## config.mk

```make
export PLATFORM = sky130hd
export DESIGN_NAME = fp_norm_round_top
export DESIGN_NICKNAME = d
export VERILOG_FILES = /design/src/hdl/fp_fmt_pkg.sv /design/src/hdl/fp_round_pkg.sv /design/src/hdl/exc_classify.sv /design/src/hdl/mant_norm_round.sv /design/src/hdl/result_pack.sv /design/src/hdl/fp_norm_round_top.sv
export SDC_FILE = /design/constraint.sdc
export NUM_CORES = 1
export LEC_CHECK = 0
export ABC_AREA = 1
export BUFFER_PORTS_ARGS = -buffer_cell sky130_fd_sc_hd__buf_2
export CORE_MARGIN = 5
export CORE_UTILIZATION = 50
export DETAILED_ROUTE_END_ITERATION = 10
export PLACE_DENSITY = 0.73
export SLEW_MARGIN = 20
export SYNTH_ARGS = -nofsm -noshare
export SYNTH_HDL_FRONTEND = slang
export SYNTH_HIERARCHICAL = 1
export SYNTH_SLANG_ARGS = --single-unit
```

## constraint.sdc

```tcl
create_clock -name clk -period 1.1 [get_ports clk]
set_clock_uncertainty 0.05 [all_clocks]
set_input_delay 0.11 -clock clk [delete_from_list [all_inputs] [get_ports clk]]
set_output_delay 0.11 -clock clk [all_outputs]
set_load 0.1 [all_outputs]
```

## src/hdl/fp_fmt_pkg.sv

```systemverilog
package fp_fmt_pkg;

  ////////////////////////////////////////
  // Field widths
  ////////////////////////////////////////

  localparam int exp_w32  = 8;   // FP32 exponent
  localparam int mant_w32 = 23;  // FP32 stored mantissa
  localparam int exp_w16  = 5;   // FP16 exponent
  localparam int mant_w16 = 10;  // FP16 stored mantissa

  // One-bit format select
  localparam logic fmt_fp32 = 1'b0;
  localparam logic fmt_fp16 = 1'b1;

  // Upper half of a boxed FP16 result
  localparam logic [15:0] box16 = 16'hffff;

  // Quiet NaN payload, top stored bit only
  localparam logic [mant_w32-1:0] canon_nan_mant32 = {1'b1, {(mant_w32-1){1'b0}}};
  localparam logic [mant_w16-1:0] canon_nan_mant16 = {1'b1, {(mant_w16-1){1'b0}}};

  ////////////////////////////////////////
  // Result word, two decodings
  ////////////////////////////////////////

  typedef union packed {
    struct packed {
      logic                sign;
      logic [exp_w32-1:0]  exp;
      logic [mant_w32-1:0] mant;
    } fp32;
    struct packed {
      logic [15:0]         box;   // All ones when valid FP16
      logic                sign;
      logic [exp_w16-1:0]  exp;
      logic [mant_w16-1:0] mant;
    } fp16;
  } fp_word_u;

endpackage

```

## src/hdl/fp_round_pkg.sv

```systemverilog
package fp_round_pkg;

  ////////////////////////////////////////
  // Rounding modes
  ////////////////////////////////////////

  localparam logic [1:0] rm_nearest_even = 2'd0;
  localparam logic [1:0] rm_to_zero      = 2'd1;
  localparam logic [1:0] rm_plus_inf     = 2'd2;
  localparam logic [1:0] rm_minus_inf    = 2'd3;

  // Bit positions in the five-bit flag word
  localparam int flag_nv = 4;  // Invalid
  localparam int flag_dz = 3;  // Divide by zero
  localparam int flag_of = 2;  // Overflow
  localparam int flag_uf = 1;  // Underflow
  localparam int flag_nx = 0;  // Inexact

  ////////////////////////////////////////
  // Datapath input widths
  ////////////////////////////////////////

  // Hidden bit, 23 fraction bits and 4 rounding bits
  localparam int mant_in_w = 28;
  // Signed biased exponent from the divider
  localparam int exp_in_w  = 10;
  // Normalized mantissa incl. hidden bit
  localparam int norm_w    = 24;

endpackage

```

## src/hdl/exc_classify.sv

```systemverilog
`timescale 1ns/10ps

module exc_classify
  import fp_fmt_pkg::*;
  import fp_round_pkg::*;
(
  input  logic                       sign_in,
  input  logic signed [exp_in_w-1:0] exp_in,
  input  logic [mant_in_w-1:0]       mant_in,
  input  logic                       div_en,
  input  logic                       sqrt_en,
  input  logic                       nan_a,
  input  logic                       nan_b,
  input  logic                       snan,
  input  logic                       inf_a,
  input  logic                       inf_b,
  input  logic                       zero_a,
  input  logic                       zero_b,
  input  logic                       fmt,
  output logic                       exc_hit,
  output logic                       exc_sign,
  output logic                       exc_exp_ones,
  output logic                       exc_nan,
  output logic [4:0]                 exc_flags
);

  logic signed [exp_in_w-1:0] exp_top;  // All-ones exponent of the format
  logic signed [exp_in_w-1:0] exp_lim;  // Below this nothing survives the shift
  logic                       exp_ovf;
  logic                       exp_tuf;

  ////////////////////////////////////////
  // Exponent range checks
  ////////////////////////////////////////

  always_comb
  begin
    if (fmt == fmt_fp32)
    begin
      exp_top = exp_in_w'((2 ** exp_w32) - 1);
      exp_lim = exp_in_w'(-mant_w32);
    end
    else
    begin
      exp_top = exp_in_w'((2 ** exp_w16) - 1);
      exp_lim = exp_in_w'(-mant_w16);
    end
  end

  // At the top exponent only 0.1x survives, by the left shift
  assign exp_ovf = (exp_in > exp_top) || ((exp_in == exp_top) && mant_in[mant_in_w-1]);
  assign exp_tuf = exp_in < exp_lim;

  ////////////////////////////////////////
  // Priority chain
  ////////////////////////////////////////

  always_comb
  begin
    exc_hit      = 1'b1;
    exc_sign     = sign_in;
    exc_exp_ones = 1'b0;
    exc_nan      = 1'b0;
    exc_flags    = '0;
    if (nan_a || nan_b)                 // NaN in, quiet NaN out
    begin
      exc_sign           = 1'b0;
      exc_exp_ones       = 1'b1;
      exc_nan            = 1'b1;
      exc_flags[flag_nv] = snan;
    end
    else if (div_en && inf_a && inf_b)  // Inf/Inf
    begin
      exc_sign           = 1'b0;
      exc_exp_ones       = 1'b1;
      exc_nan            = 1'b1;
      exc_flags[flag_nv] = 1'b1;
    end
    else if (inf_a)
    begin
      exc_exp_ones       = 1'b1;
      exc_flags[flag_of] = 1'b1;
    end
    else if (div_en && inf_b)
      exc_exp_ones = 1'b0;              // x/Inf, signed zero
    else if (div_en && zero_a && zero_b)
    begin
      exc_sign           = 1'b0;
      exc_exp_ones       = 1'b1;
      exc_nan            = 1'b1;
      exc_flags[flag_nv] = 1'b1;
      exc_flags[flag_dz] = 1'b1;
    end
    else if (zero_a)
      exc_exp_ones = 1'b0;              // Signed zero, no flags
    else if (div_en && zero_b)
    begin
      exc_exp_ones       = 1'b1;        // x/0 gives signed infinity
      exc_flags[flag_dz] = 1'b1;
    end
    else if (sqrt_en && sign_in)        // Root of a negative
    begin
      exc_sign           = 1'b0;
      exc_exp_ones       = 1'b1;
      exc_nan            = 1'b1;
      exc_flags[flag_nv] = 1'b1;
    end
    else if (exp_ovf)
    begin
      exc_exp_ones       = 1'b1;
      exc_flags[flag_of] = 1'b1;
    end
    else if (exp_tuf)                   // Flush to signed zero
    begin
      exc_flags[flag_uf] = 1'b1;
      exc_flags[flag_nx] = 1'b1;
    end
    else
      exc_hit = 1'b0;                   // Rounded path wins
  end

endmodule

```

## src/hdl/mant_norm_round.sv

```systemverilog
`timescale 1ns/10ps

module mant_norm_round
  import fp_fmt_pkg::*;
  import fp_round_pkg::*;
(
  input  logic                       sign_in,
  input  logic signed [exp_in_w-1:0] exp_in,
  input  logic [mant_in_w-1:0]       mant_in,
  input  logic [1:0]                 rm,
  input  logic                       fmt,
  output logic [exp_w32-1:0]         rnd_exp,
  output logic [mant_w32-1:0]        rnd_mant,
  output logic                       rnd_uf,
  output logic                       rnd_nx
);

  localparam int lsb32 = mant_in_w - norm_w;        // Kept LSB, FP32
  localparam int lsb16 = mant_in_w - mant_w16 - 1;  // Kept LSB, FP16
  localparam int pad16 = mant_w32 - mant_w16;       // Zero fill under FP16 field

  logic                 denorm;
  logic [exp_in_w:0]    rs_amt;     // 1 - exp, denormal shift
  logic [mant_in_w-1:0] lost_mask;
  logic [mant_in_w-1:0] norm_full;  // Left-aligned normalized bits
  logic                 norm_lost;  // Bits shifted off the bottom
  logic [exp_w32-1:0]   norm_exp;

  logic [norm_w-1:0]    kept;
  logic [norm_w-1:0]    inc;        // One at the kept LSB
  logic                 guard;
  logic                 rbit;
  logic                 sticky;
  logic                 lsb_bit;
  logic                 round_up;
  logic [norm_w:0]      sum;
  logic                 carry;

  ////////////////////////////////////////
  // Normalization
  ////////////////////////////////////////

  // Exp 1 with top bit clear already sits as 0.1x, shift of zero
  assign denorm    = (exp_in <= 0) || ((exp_in == 1) && !mant_in[mant_in_w-1]);
  assign rs_amt    = (exp_in_w+1)'(1) - {exp_in[exp_in_w-1], exp_in};
  assign lost_mask = ~({mant_in_w{1'b1}} << rs_amt);

  always_comb
  begin
    if (denorm)
    begin
      norm_full = mant_in >> rs_amt;
      norm_lost = |(mant_in & lost_mask);
      norm_exp  = '0;
    end
    else if (mant_in[mant_in_w-1])      // 1.x as is
    begin
      norm_full = mant_in;
      norm_lost = 1'b0;
      norm_exp  = exp_in[exp_w32-1:0];
    end
    else                                // 0.1x
    begin
      norm_full = mant_in << 1;
      norm_lost = 1'b0;
      norm_exp  = exp_in[exp_w32-1:0] - 1'b1;
    end
  end

  ////////////////////////////////////////
  // Rounding
  ////////////////////////////////////////

  always_comb
  begin
    if (fmt == fmt_fp16)
    begin
      kept   = {norm_full[mant_in_w-1:lsb16], {pad16{1'b0}}};
      guard  = norm_full[lsb16-1];
      rbit   = norm_full[lsb16-2];
      sticky = (|norm_full[lsb16-3:0]) | norm_lost;
      inc    = norm_w'(1) << pad16;
    end
    else
    begin
      kept   = norm_full[mant_in_w-1:lsb32];
      guard  = norm_full[lsb32-1];
      rbit   = norm_full[lsb32-2];
      sticky = (|norm_full[lsb32-3:0]) | norm_lost;
      inc    = norm_w'(1);
    end
  end

  assign lsb_bit = |(kept & inc);
  assign rnd_nx  = guard | rbit | sticky;

  always_comb
  begin
    case (rm)
      rm_nearest_even: round_up = guard & (rbit | sticky | lsb_bit);
      rm_to_zero:      round_up = 1'b0;
      rm_plus_inf:     round_up = rnd_nx & ~sign_in;
      rm_minus_inf:    round_up = rnd_nx & sign_in;
      default:         round_up = 1'b0;
    endcase
  end

  assign sum   = {1'b0, kept} + (round_up ? {1'b0, inc} : '0);
  assign carry = sum[norm_w];

  // Carry means 10.0, renormalize by one
  assign rnd_mant = carry ? sum[norm_w-1:1] : sum[norm_w-2:0];
  // Denormal rounding into the hidden bit becomes the smallest normal
  assign rnd_exp  = denorm ? exp_w32'(sum[norm_w-1]) : norm_exp + exp_w32'(carry);
  assign rnd_uf   = denorm & (|mant_in);

endmodule

```

## src/hdl/result_pack.sv

```systemverilog
`timescale 1ns/10ps

module result_pack
  import fp_fmt_pkg::*;
  import fp_round_pkg::*;
#(
  parameter int pipe_stages = 2
)
(
  input  logic                clk,
  input  logic                rst_n,
  input  logic                in_valid,
  input  logic                sign_in,
  input  logic                fmt,
  input  logic                exc_hit,
  input  logic                exc_sign,
  input  logic                exc_exp_ones,
  input  logic                exc_nan,
  input  logic [4:0]          exc_flags,
  input  logic [exp_w32-1:0]  rnd_exp,
  input  logic [mant_w32-1:0] rnd_mant,
  input  logic                rnd_uf,
  input  logic                rnd_nx,
  output logic                out_valid,
  output fp_word_u            result,
  output logic [4:0]          fflags
);

  fp_word_u               word_m;
  logic [4:0]             flags_m;
  logic                   sign_m;
  fp_word_u               word_q  [pipe_stages];
  logic [4:0]             flags_q [pipe_stages];
  logic [pipe_stages-1:0] valid_q;

  ////////////////////////////////////////
  // Merge and pack
  ////////////////////////////////////////

  assign sign_m = exc_hit ? exc_sign : sign_in;

  always_comb
  begin
    flags_m          = '0;
    flags_m[flag_uf] = rnd_uf;
    flags_m[flag_nx] = rnd_nx;
    if (exc_hit)
      flags_m = exc_flags;              // Exception flags replace the rounded pair
  end

  always_comb
  begin
    if (fmt == fmt_fp16)
    begin
      word_m.fp16.box  = box16;
      word_m.fp16.sign = sign_m;
      word_m.fp16.exp  = exc_hit ? {exp_w16{exc_exp_ones}} : rnd_exp[exp_w16-1:0];
      if (exc_hit)
        word_m.fp16.mant = exc_nan ? canon_nan_mant16 : '0;
      else
        word_m.fp16.mant = rnd_mant[mant_w32-1 -: mant_w16];  // Left-aligned field
    end
    else
    begin
      word_m.fp32.sign = sign_m;
      word_m.fp32.exp  = exc_hit ? {exp_w32{exc_exp_ones}} : rnd_exp;
      if (exc_hit)
        word_m.fp32.mant = exc_nan ? canon_nan_mant32 : '0;
      else
        word_m.fp32.mant = rnd_mant;
    end
  end

  ////////////////////////////////////////
  // Output pipeline
  ////////////////////////////////////////

  // Payload advances only with its valid, so bubbles leave outputs held
  always_ff @(posedge clk or negedge rst_n)
  begin
    if (!rst_n)
    begin
      valid_q <= '0;
      for (int i = 0; i < pipe_stages; i++)
      begin
        word_q[i]  <= '0;
        flags_q[i] <= '0;
      end
    end
    else
    begin
      valid_q[0] <= in_valid;
      if (in_valid)
      begin
        word_q[0]  <= word_m;
        flags_q[0] <= flags_m;
      end
      for (int i = 1; i < pipe_stages; i++)
      begin
        valid_q[i] <= valid_q[i-1];
        if (valid_q[i-1])
        begin
          word_q[i]  <= word_q[i-1];
          flags_q[i] <= flags_q[i-1];
        end
      end
    end
  end

  assign out_valid = valid_q[pipe_stages-1];
  assign result    = word_q[pipe_stages-1];
  assign fflags    = flags_q[pipe_stages-1];

  ////////////////////////////////////////
  // Checks
  ////////////////////////////////////////

  a_stage_range: assert property (@(posedge clk) (pipe_stages >= 1) && (pipe_stages <= 3))
    else $error("pipe_stages %0d outside 1..3", pipe_stages);

  a_flags_known: assert property (@(posedge clk) disable iff (!rst_n)
    out_valid |-> !$isunknown(fflags))
    else $error("fflags unknown on a valid output");

endmodule

```

## src/hdl/fp_norm_round_top.sv

```systemverilog
`timescale 1ns/10ps

module fp_norm_round_top
  import fp_fmt_pkg::*;
  import fp_round_pkg::*;
#(
  parameter int pipe_stages = 2
)
(
  input  logic                       clk,
  input  logic                       rst_n,
  input  logic                       in_valid,
  input  logic                       sign_in,
  input  logic signed [exp_in_w-1:0] exp_in,
  input  logic [mant_in_w-1:0]       mant_in,
  input  logic                       div_en,
  input  logic                       sqrt_en,
  input  logic                       nan_a,
  input  logic                       nan_b,
  input  logic                       snan,
  input  logic                       inf_a,
  input  logic                       inf_b,
  input  logic                       zero_a,
  input  logic                       zero_b,
  input  logic [1:0]                 rm,
  input  logic                       fmt,
  output logic                       out_valid,
  output fp_word_u                   result,
  output logic [4:0]                 fflags
);

  // Exception path
  logic                exc_hit;
  logic                exc_sign;
  logic                exc_exp_ones;
  logic                exc_nan;
  logic [4:0]          exc_flags;

  // Rounded path
  logic [exp_w32-1:0]  rnd_exp;
  logic [mant_w32-1:0] rnd_mant;
  logic                rnd_uf;
  logic                rnd_nx;

  ////////////////////////////////////////
  // Two parallel paths into the packer
  ////////////////////////////////////////

  exc_classify u_exc_classify (
    .sign_in      (sign_in),
    .exp_in       (exp_in),
    .mant_in      (mant_in),
    .div_en       (div_en),
    .sqrt_en      (sqrt_en),
    .nan_a        (nan_a),
    .nan_b        (nan_b),
    .snan         (snan),
    .inf_a        (inf_a),
    .inf_b        (inf_b),
    .zero_a       (zero_a),
    .zero_b       (zero_b),
    .fmt          (fmt),
    .exc_hit      (exc_hit),
    .exc_sign     (exc_sign),
    .exc_exp_ones (exc_exp_ones),
    .exc_nan      (exc_nan),
    .exc_flags    (exc_flags)
  );

  mant_norm_round u_mant_norm_round (
    .sign_in  (sign_in),
    .exp_in   (exp_in),
    .mant_in  (mant_in),
    .rm       (rm),
    .fmt      (fmt),
    .rnd_exp  (rnd_exp),
    .rnd_mant (rnd_mant),
    .rnd_uf   (rnd_uf),
    .rnd_nx   (rnd_nx)
  );

  result_pack #(
    .pipe_stages (pipe_stages)
  ) u_result_pack (
    .clk          (clk),
    .rst_n        (rst_n),
    .in_valid     (in_valid),
    .sign_in      (sign_in),
    .fmt          (fmt),
    .exc_hit      (exc_hit),
    .exc_sign     (exc_sign),
    .exc_exp_ones (exc_exp_ones),
    .exc_nan      (exc_nan),
    .exc_flags    (exc_flags),
    .rnd_exp      (rnd_exp),
    .rnd_mant     (rnd_mant),
    .rnd_uf       (rnd_uf),
    .rnd_nx       (rnd_nx),
    .out_valid    (out_valid),
    .result       (result),
    .fflags       (fflags)
  );

endmodule

```

==> flow_metrics.env, run 1 <==
export IMPL_status="did not finish"
export IMPL_stop_stage="5_1_grt"
export IMPL_firstError="[ERROR GRT-0232] Routing congestion too high. Check the congestion heatmap in the GUI."
export IMPL_syn_cell_area_um2=8190
export IMPL_ys_ff_latch=76
export IMPL_clock_path_buffers=2
export IMPL_die_y_um=138
export IMPL_gp_congestion=1.07
export IMPL_cts_htree_levels=3
export IMPL_async_reset_ff_share_pct=100
export IMPL_synth_nets=1370
export IMPL_place_hpwl_um=26100
export IMPL_rows=46
export IMPL_die_w_um=138
export IMPL_start_util_pct=51.2
export IMPL_synth_top_cell_by_area="dfrtp_1"
export IMPL_cts_root_buffer="clkbuf_16"
export IMPL_grt_overflow=59
export IMPL_synthSimpleGateAreaFrac_pct=42.2
export IMPL_grt_max_degree=37
export IMPL_clock_sinks=76
export IMPL_ys_types=52
export IMPL_grt_usage_pct=73.8
export IMPL_synth_top_family_by_area="simple AND/OR/NAND/NOR gates"
export IMPL_worstEndpointGrtRepair="u_result_pack/word_q[61]$_DFFE_PN0P_/D"
export IMPL_syn_avg_cell_area_um2=6.30
export IMPL_synth_area_leaders="dfrtp_1, nand2_1, nand3_1, nor2_1, mux2_2"
export IMPL_synth_edf_count=0
export IMPL_syn_inst=1300
export IMPL_yosys_warnings=6
export IMPL_synth_xor_area_share_pct=2.99
export IMPL_yosysSeqAreaShare_pct=23.2
export IMPL_io_pins=92
export IMPL_io_buffers=91
export IMPL_synthAdderAreaFrac_pct=2.44
export IMPL_synth_top_cell_area_share_pct=23.2
export IMPL_synthMuxAreaShare_pct=4.80
export IMPL_synth_compound_area_share_pct=11.6
export IMPL_cts_buffers=9
export IMPL_worst_endpoint_kind="register data pin"
export IMPL_synthFlopType="dfrtp_1"
stage by stage:
stage | setup WS (ps) | setup TNS (ps) | instance area, um^2 | instances
after floorplan | -3530 | -96060 | 8470 | 1300
after global placement | -3940 | -115580 | 11500 | 1806
after detailed placement | -4110 | -120810 | 11500 | 1806
after CTS | -3400 | -102060 | 13500 | 1919
metal layers:
layer	global-route usage, %	overflow
met5	42.8	0
met4	74.0	17
met2	88.0	34
met3	61.0	6
met1	72.4	2
kinds of logic after synthesis:
family                     after synthesis
adders and majority gates               16
muxes                                   35
DFF                                     76
and+or+nand+nor                        768
buffers and inverters                  217
AOI/OAI and AO/OA                      160
xor gates and xnor gates                28
cell usage after synthesis, types with 10 or more instances:
master / count
inv_2: 16
o21ai_0: 46
ha_1: 16
nand3_1: 156
mux2_2: 34
nor2_1: 115
nor2_2: 10
o21ai_1: 10
xor2_1: 21
inv_1: 101
dfrtp_1: 76
nand4_1: 54
clkbuf_1: 23
o211ai_1: 22
a21oi_1: 49
nand2_1: 385
buf_2: 18
buf_4: 49
timing repair:
action	4_1_cts
buffers inserted	89
resized for setup	210
gates cloned	7
hold endpoints to repair	76
pin swaps	96
endpoints found under the setup margin	97
hold buffers	1
==> run 2, diff against run 1 <==
--- a/config.mk
+++ b/config.mk
@@ -8,9 +8,9 @@
 export ABC_AREA = 1
 export BUFFER_PORTS_ARGS = -buffer_cell sky130_fd_sc_hd__buf_2
 export CORE_MARGIN = 5
-export CORE_UTILIZATION = 50
+export CORE_UTILIZATION = 35
 export DETAILED_ROUTE_END_ITERATION = 10
-export PLACE_DENSITY = 0.73
+export PLACE_DENSITY_LB_ADDON = 0.15
 export SLEW_MARGIN = 20
 export SYNTH_ARGS = -nofsm -noshare
 export SYNTH_HDL_FRONTEND = slang
==> constraint.sdc (replaced) <==
create_clock -name clk -period 1.4 [get_ports clk]
set_clock_uncertainty 0.05 [all_clocks]
set_input_delay 0.14 -clock clk [delete_from_list [all_inputs] [get_ports clk]]
set_output_delay 0.14 -clock clk [all_outputs]
set_load 0.1 [all_outputs]
==> run 2 against run 1 <==
The flow now finishes, with violations (setup timing). Synthesized cell count unchanged. Synthesized area unchanged.
==> flow_metrics.env, run 2 <==
export IMPL_final_cell_mix="nand2_1, buf_4, nand3_1"
export IMPL_syn_avg_cell_area_um2=6.30
export IMPL_cp_max_fo=7
export IMPL_power_density_nw_per_um2=702
export IMPL_dp_cells=1904
export IMPL_cp_data_required_time_ps=1550
export IMPL_wire_per_inst_um=16.4
export IMPL_criticalPathCategory="in -> reg"
export IMPL_synth_area_leaders="dfrtp_1, nand2_1, nand3_1, nor2_1, mux2_2"
export IMPL_drc=0
export IMPL_antenna_found_initial=0
export IMPL_wl_um=32000
export IMPL_cts_tree="built"
export IMPL_syn_cell_area_um2=8190
export IMPL_violations="setup timing"
export IMPL_drt_iter0_drc=639
export IMPL_cp_slowest_cell="ha_1"
export IMPL_yosysSeqAreaShare_pct=23.2
export IMPL_ys_types=52
export IMPL_synth_nets=1370
export IMPL_whs_ps=19.1
export IMPL_p_leak_nw=6.00
export IMPL_coreArea_um2=23300
export IMPL_final_util_pct=52.7
export IMPL_die_w_um=163
export IMPL_async_reset_ff_share_pct=100
export IMPL_fillers=2381
export IMPL_syn_inst=1300
export IMPL_clock_path_buffers=2
export IMPL_yosys_warnings=6
export IMPL_io_pins=92
export IMPL_synth_common_cells="nand2_1, nand3_1, nor2_1, inv_1, dfrtp_1"
export IMPL_arrival_ps=4750
export IMPL_fin_setup_tns_ps=-88410
export IMPL_grt_pass1_vias=9632
export IMPL_cts_htree_levels=3
export IMPL_synth_top_cell_by_area="dfrtp_1"
export IMPL_detail_route_antenna_nets=0
export IMPL_setup_viol=37
export IMPL_grt_max_degree=42
export IMPL_antenna_cells=0
export IMPL_grt_usage_pct=23.7
export IMPL_max_cap_viol_count=0
export IMPL_instances_no_fill=1957
export IMPL_synth_top_cell_area_share_pct=23.2
export IMPL_grt_overflow=0
export IMPL_finalCritPeriodShare_pct=328
export IMPL_vias=9792
export IMPL_clock_sinks=76
export IMPL_final_common_cell="nand2_1"
export IMPL_worst_path_most_repeated_cell="nor2_1"
export IMPL_clk_latency_ps=330
export IMPL_gp_congestion=0.937
export IMPL_status="finished with violations"
export IMPL_worstHoldPathType="in -> reg"
export IMPL_die_area_um2=26600
export IMPL_worst_slew_pin_slew_ps=605
export IMPL_design_area_um2=12300
export IMPL_placed_area_um2=11000
export IMPL_ir_worst_vdd_mv=0.755
export IMPL_cts_root_buffer="clkbuf_16"
export IMPL_min_period_ps=4590
export IMPL_rsz0062_at_grt="yes"
export IMPL_crit_path_end_kind="flip-flop"
export IMPL_power_mw=8.60
export IMPL_synth_most_common_cell="nand2_1"
export IMPL_path_clk_slew_ps=60
export IMPL_cp_slowest_stage_delay_ps=310
export IMPL_viasPerCell=5.00
export IMPL_multi_input_area_um2=5890
export IMPL_final_nets=1704
export IMPL_place_hpwl_um=25700
export IMPL_slew_headroom_pct=59.3
export IMPL_fin_ws_ps=-3190
export IMPL_synthFlopType="dfrtp_1"
export IMPL_start_kind="input port"
export IMPL_layout_drive_gt1_share_pct=40.8
export IMPL_grt_pass1_wl_um=50300
export IMPL_die_y_um=163
export IMPL_hold_violations=0
export IMPL_ys_ff_latch=76
export IMPL_syn_to_final_growth_pct=49.6
export IMPL_drt_pass1_iter_count=8
export IMPL_io_buffers=91
export IMPL_seq_area_um2=1900
export IMPL_cts_buffers=9
export IMPL_start_util_pct=35.2
export IMPL_rows=56
export IMPL_drv_slew=0
export IMPL_dp_slack_ps=-3700
export IMPL_synth_edf_count=0
export IMPL_fmax_ghz=0.218
-- run 2: cell counts after synthesis --
Identical to the previous run, type by type.
-- run 2: power by group --
part           leakage [nW]  total (mW)  switching [mW]  internal [mW]
combinational          4.94        3.60            2.26           1.33
sequential            0.897        2.40          0.0696           2.33
clock                 0.166        2.60           0.866           1.74
total                  6.00        8.60            3.20           5.40
-- run 2: cell type report --
class | count | share of cell area (%)
clock inverter | 6 | 0.919
sequential | 76 | 15.5
tap | 319 | 3.26
clock buffer | 9 | 1.84
inverter | 118 | 3.94
timing repair buffer | 422 | 26.5
multi-input combinational | 1007 | 48.1
-- run 2: what timing repair did --
item / CTS / global route
cloned: 1 / 0
setup buffers: 25 / 18
pin swaps: 54 / 54
setup endpoints to repair: 37 / 37
resized for setup: 78 / 109
hold buffers: 1 / 0
endpoints found under the hold margin: 63 / 0
-- run 2: final timing paths --
| kind | cells past startpoint | endpoint | start | slack (ps) |
|---|---|---|---|---|
| hold reg to reg | 2 | u_result_pack/word_q[34] | u_result_pack/word_q[34] | 420 |
| hold / removal | 1 | u_result_pack/valid_q[0] | in_valid | 20 |
| max in group asynchronous | 3 | u_result_pack/word_q[34] | rst_n | 600 |
| setup / recovery | 40 | u_result_pack/word_q[46] | exp_in[2] | -3190 |
| min in group asynchronous | 2 | u_result_pack/result[4] | rst_n | 210 |
| setup reg to reg | 2 | u_result_pack/result[23] | u_result_pack/valid_q[0] | 250 |
-- run 2: cells by family (layout without fill, tap and decap cells) --
| kind of cell | Yosys count | count (layout) | synth area share, % |
|---|---|---|---|
| AOI/OAI and AO/OA | 160 | 160 | 11.6 |
| xor gates and xnor gates | 28 | 28 | 2.99 |
| adders and majority gates | 16 | 16 | 2.44 |
| buffers and inverters | 217 | 555 | 12.7 |
| DFF | 76 | 76 | 23.2 |
| muxes | 35 | 35 | 4.80 |
| and+or+nand+nor | 768 | 768 | 42.2 |
-- run 2: worst max-delay path, delay by kind of cell --
kind            cells  cell delay [ps]
xor+xnor            1              100
compound gates      6              860
simple gates       23             2290
buf+inv             7              670
fa+ha+maj           3              680
-- run 2: metal layers --
layer,GRT usage (%),wire (um),vias to the layer above
met5,0,0,-
met4,8.23,1180,0
met3,2.68,1610,61
met2,40.3,15300,289
met1,31.2,13900,4491
li1,-,-,4951
Power figures use the tool's default switching activity.
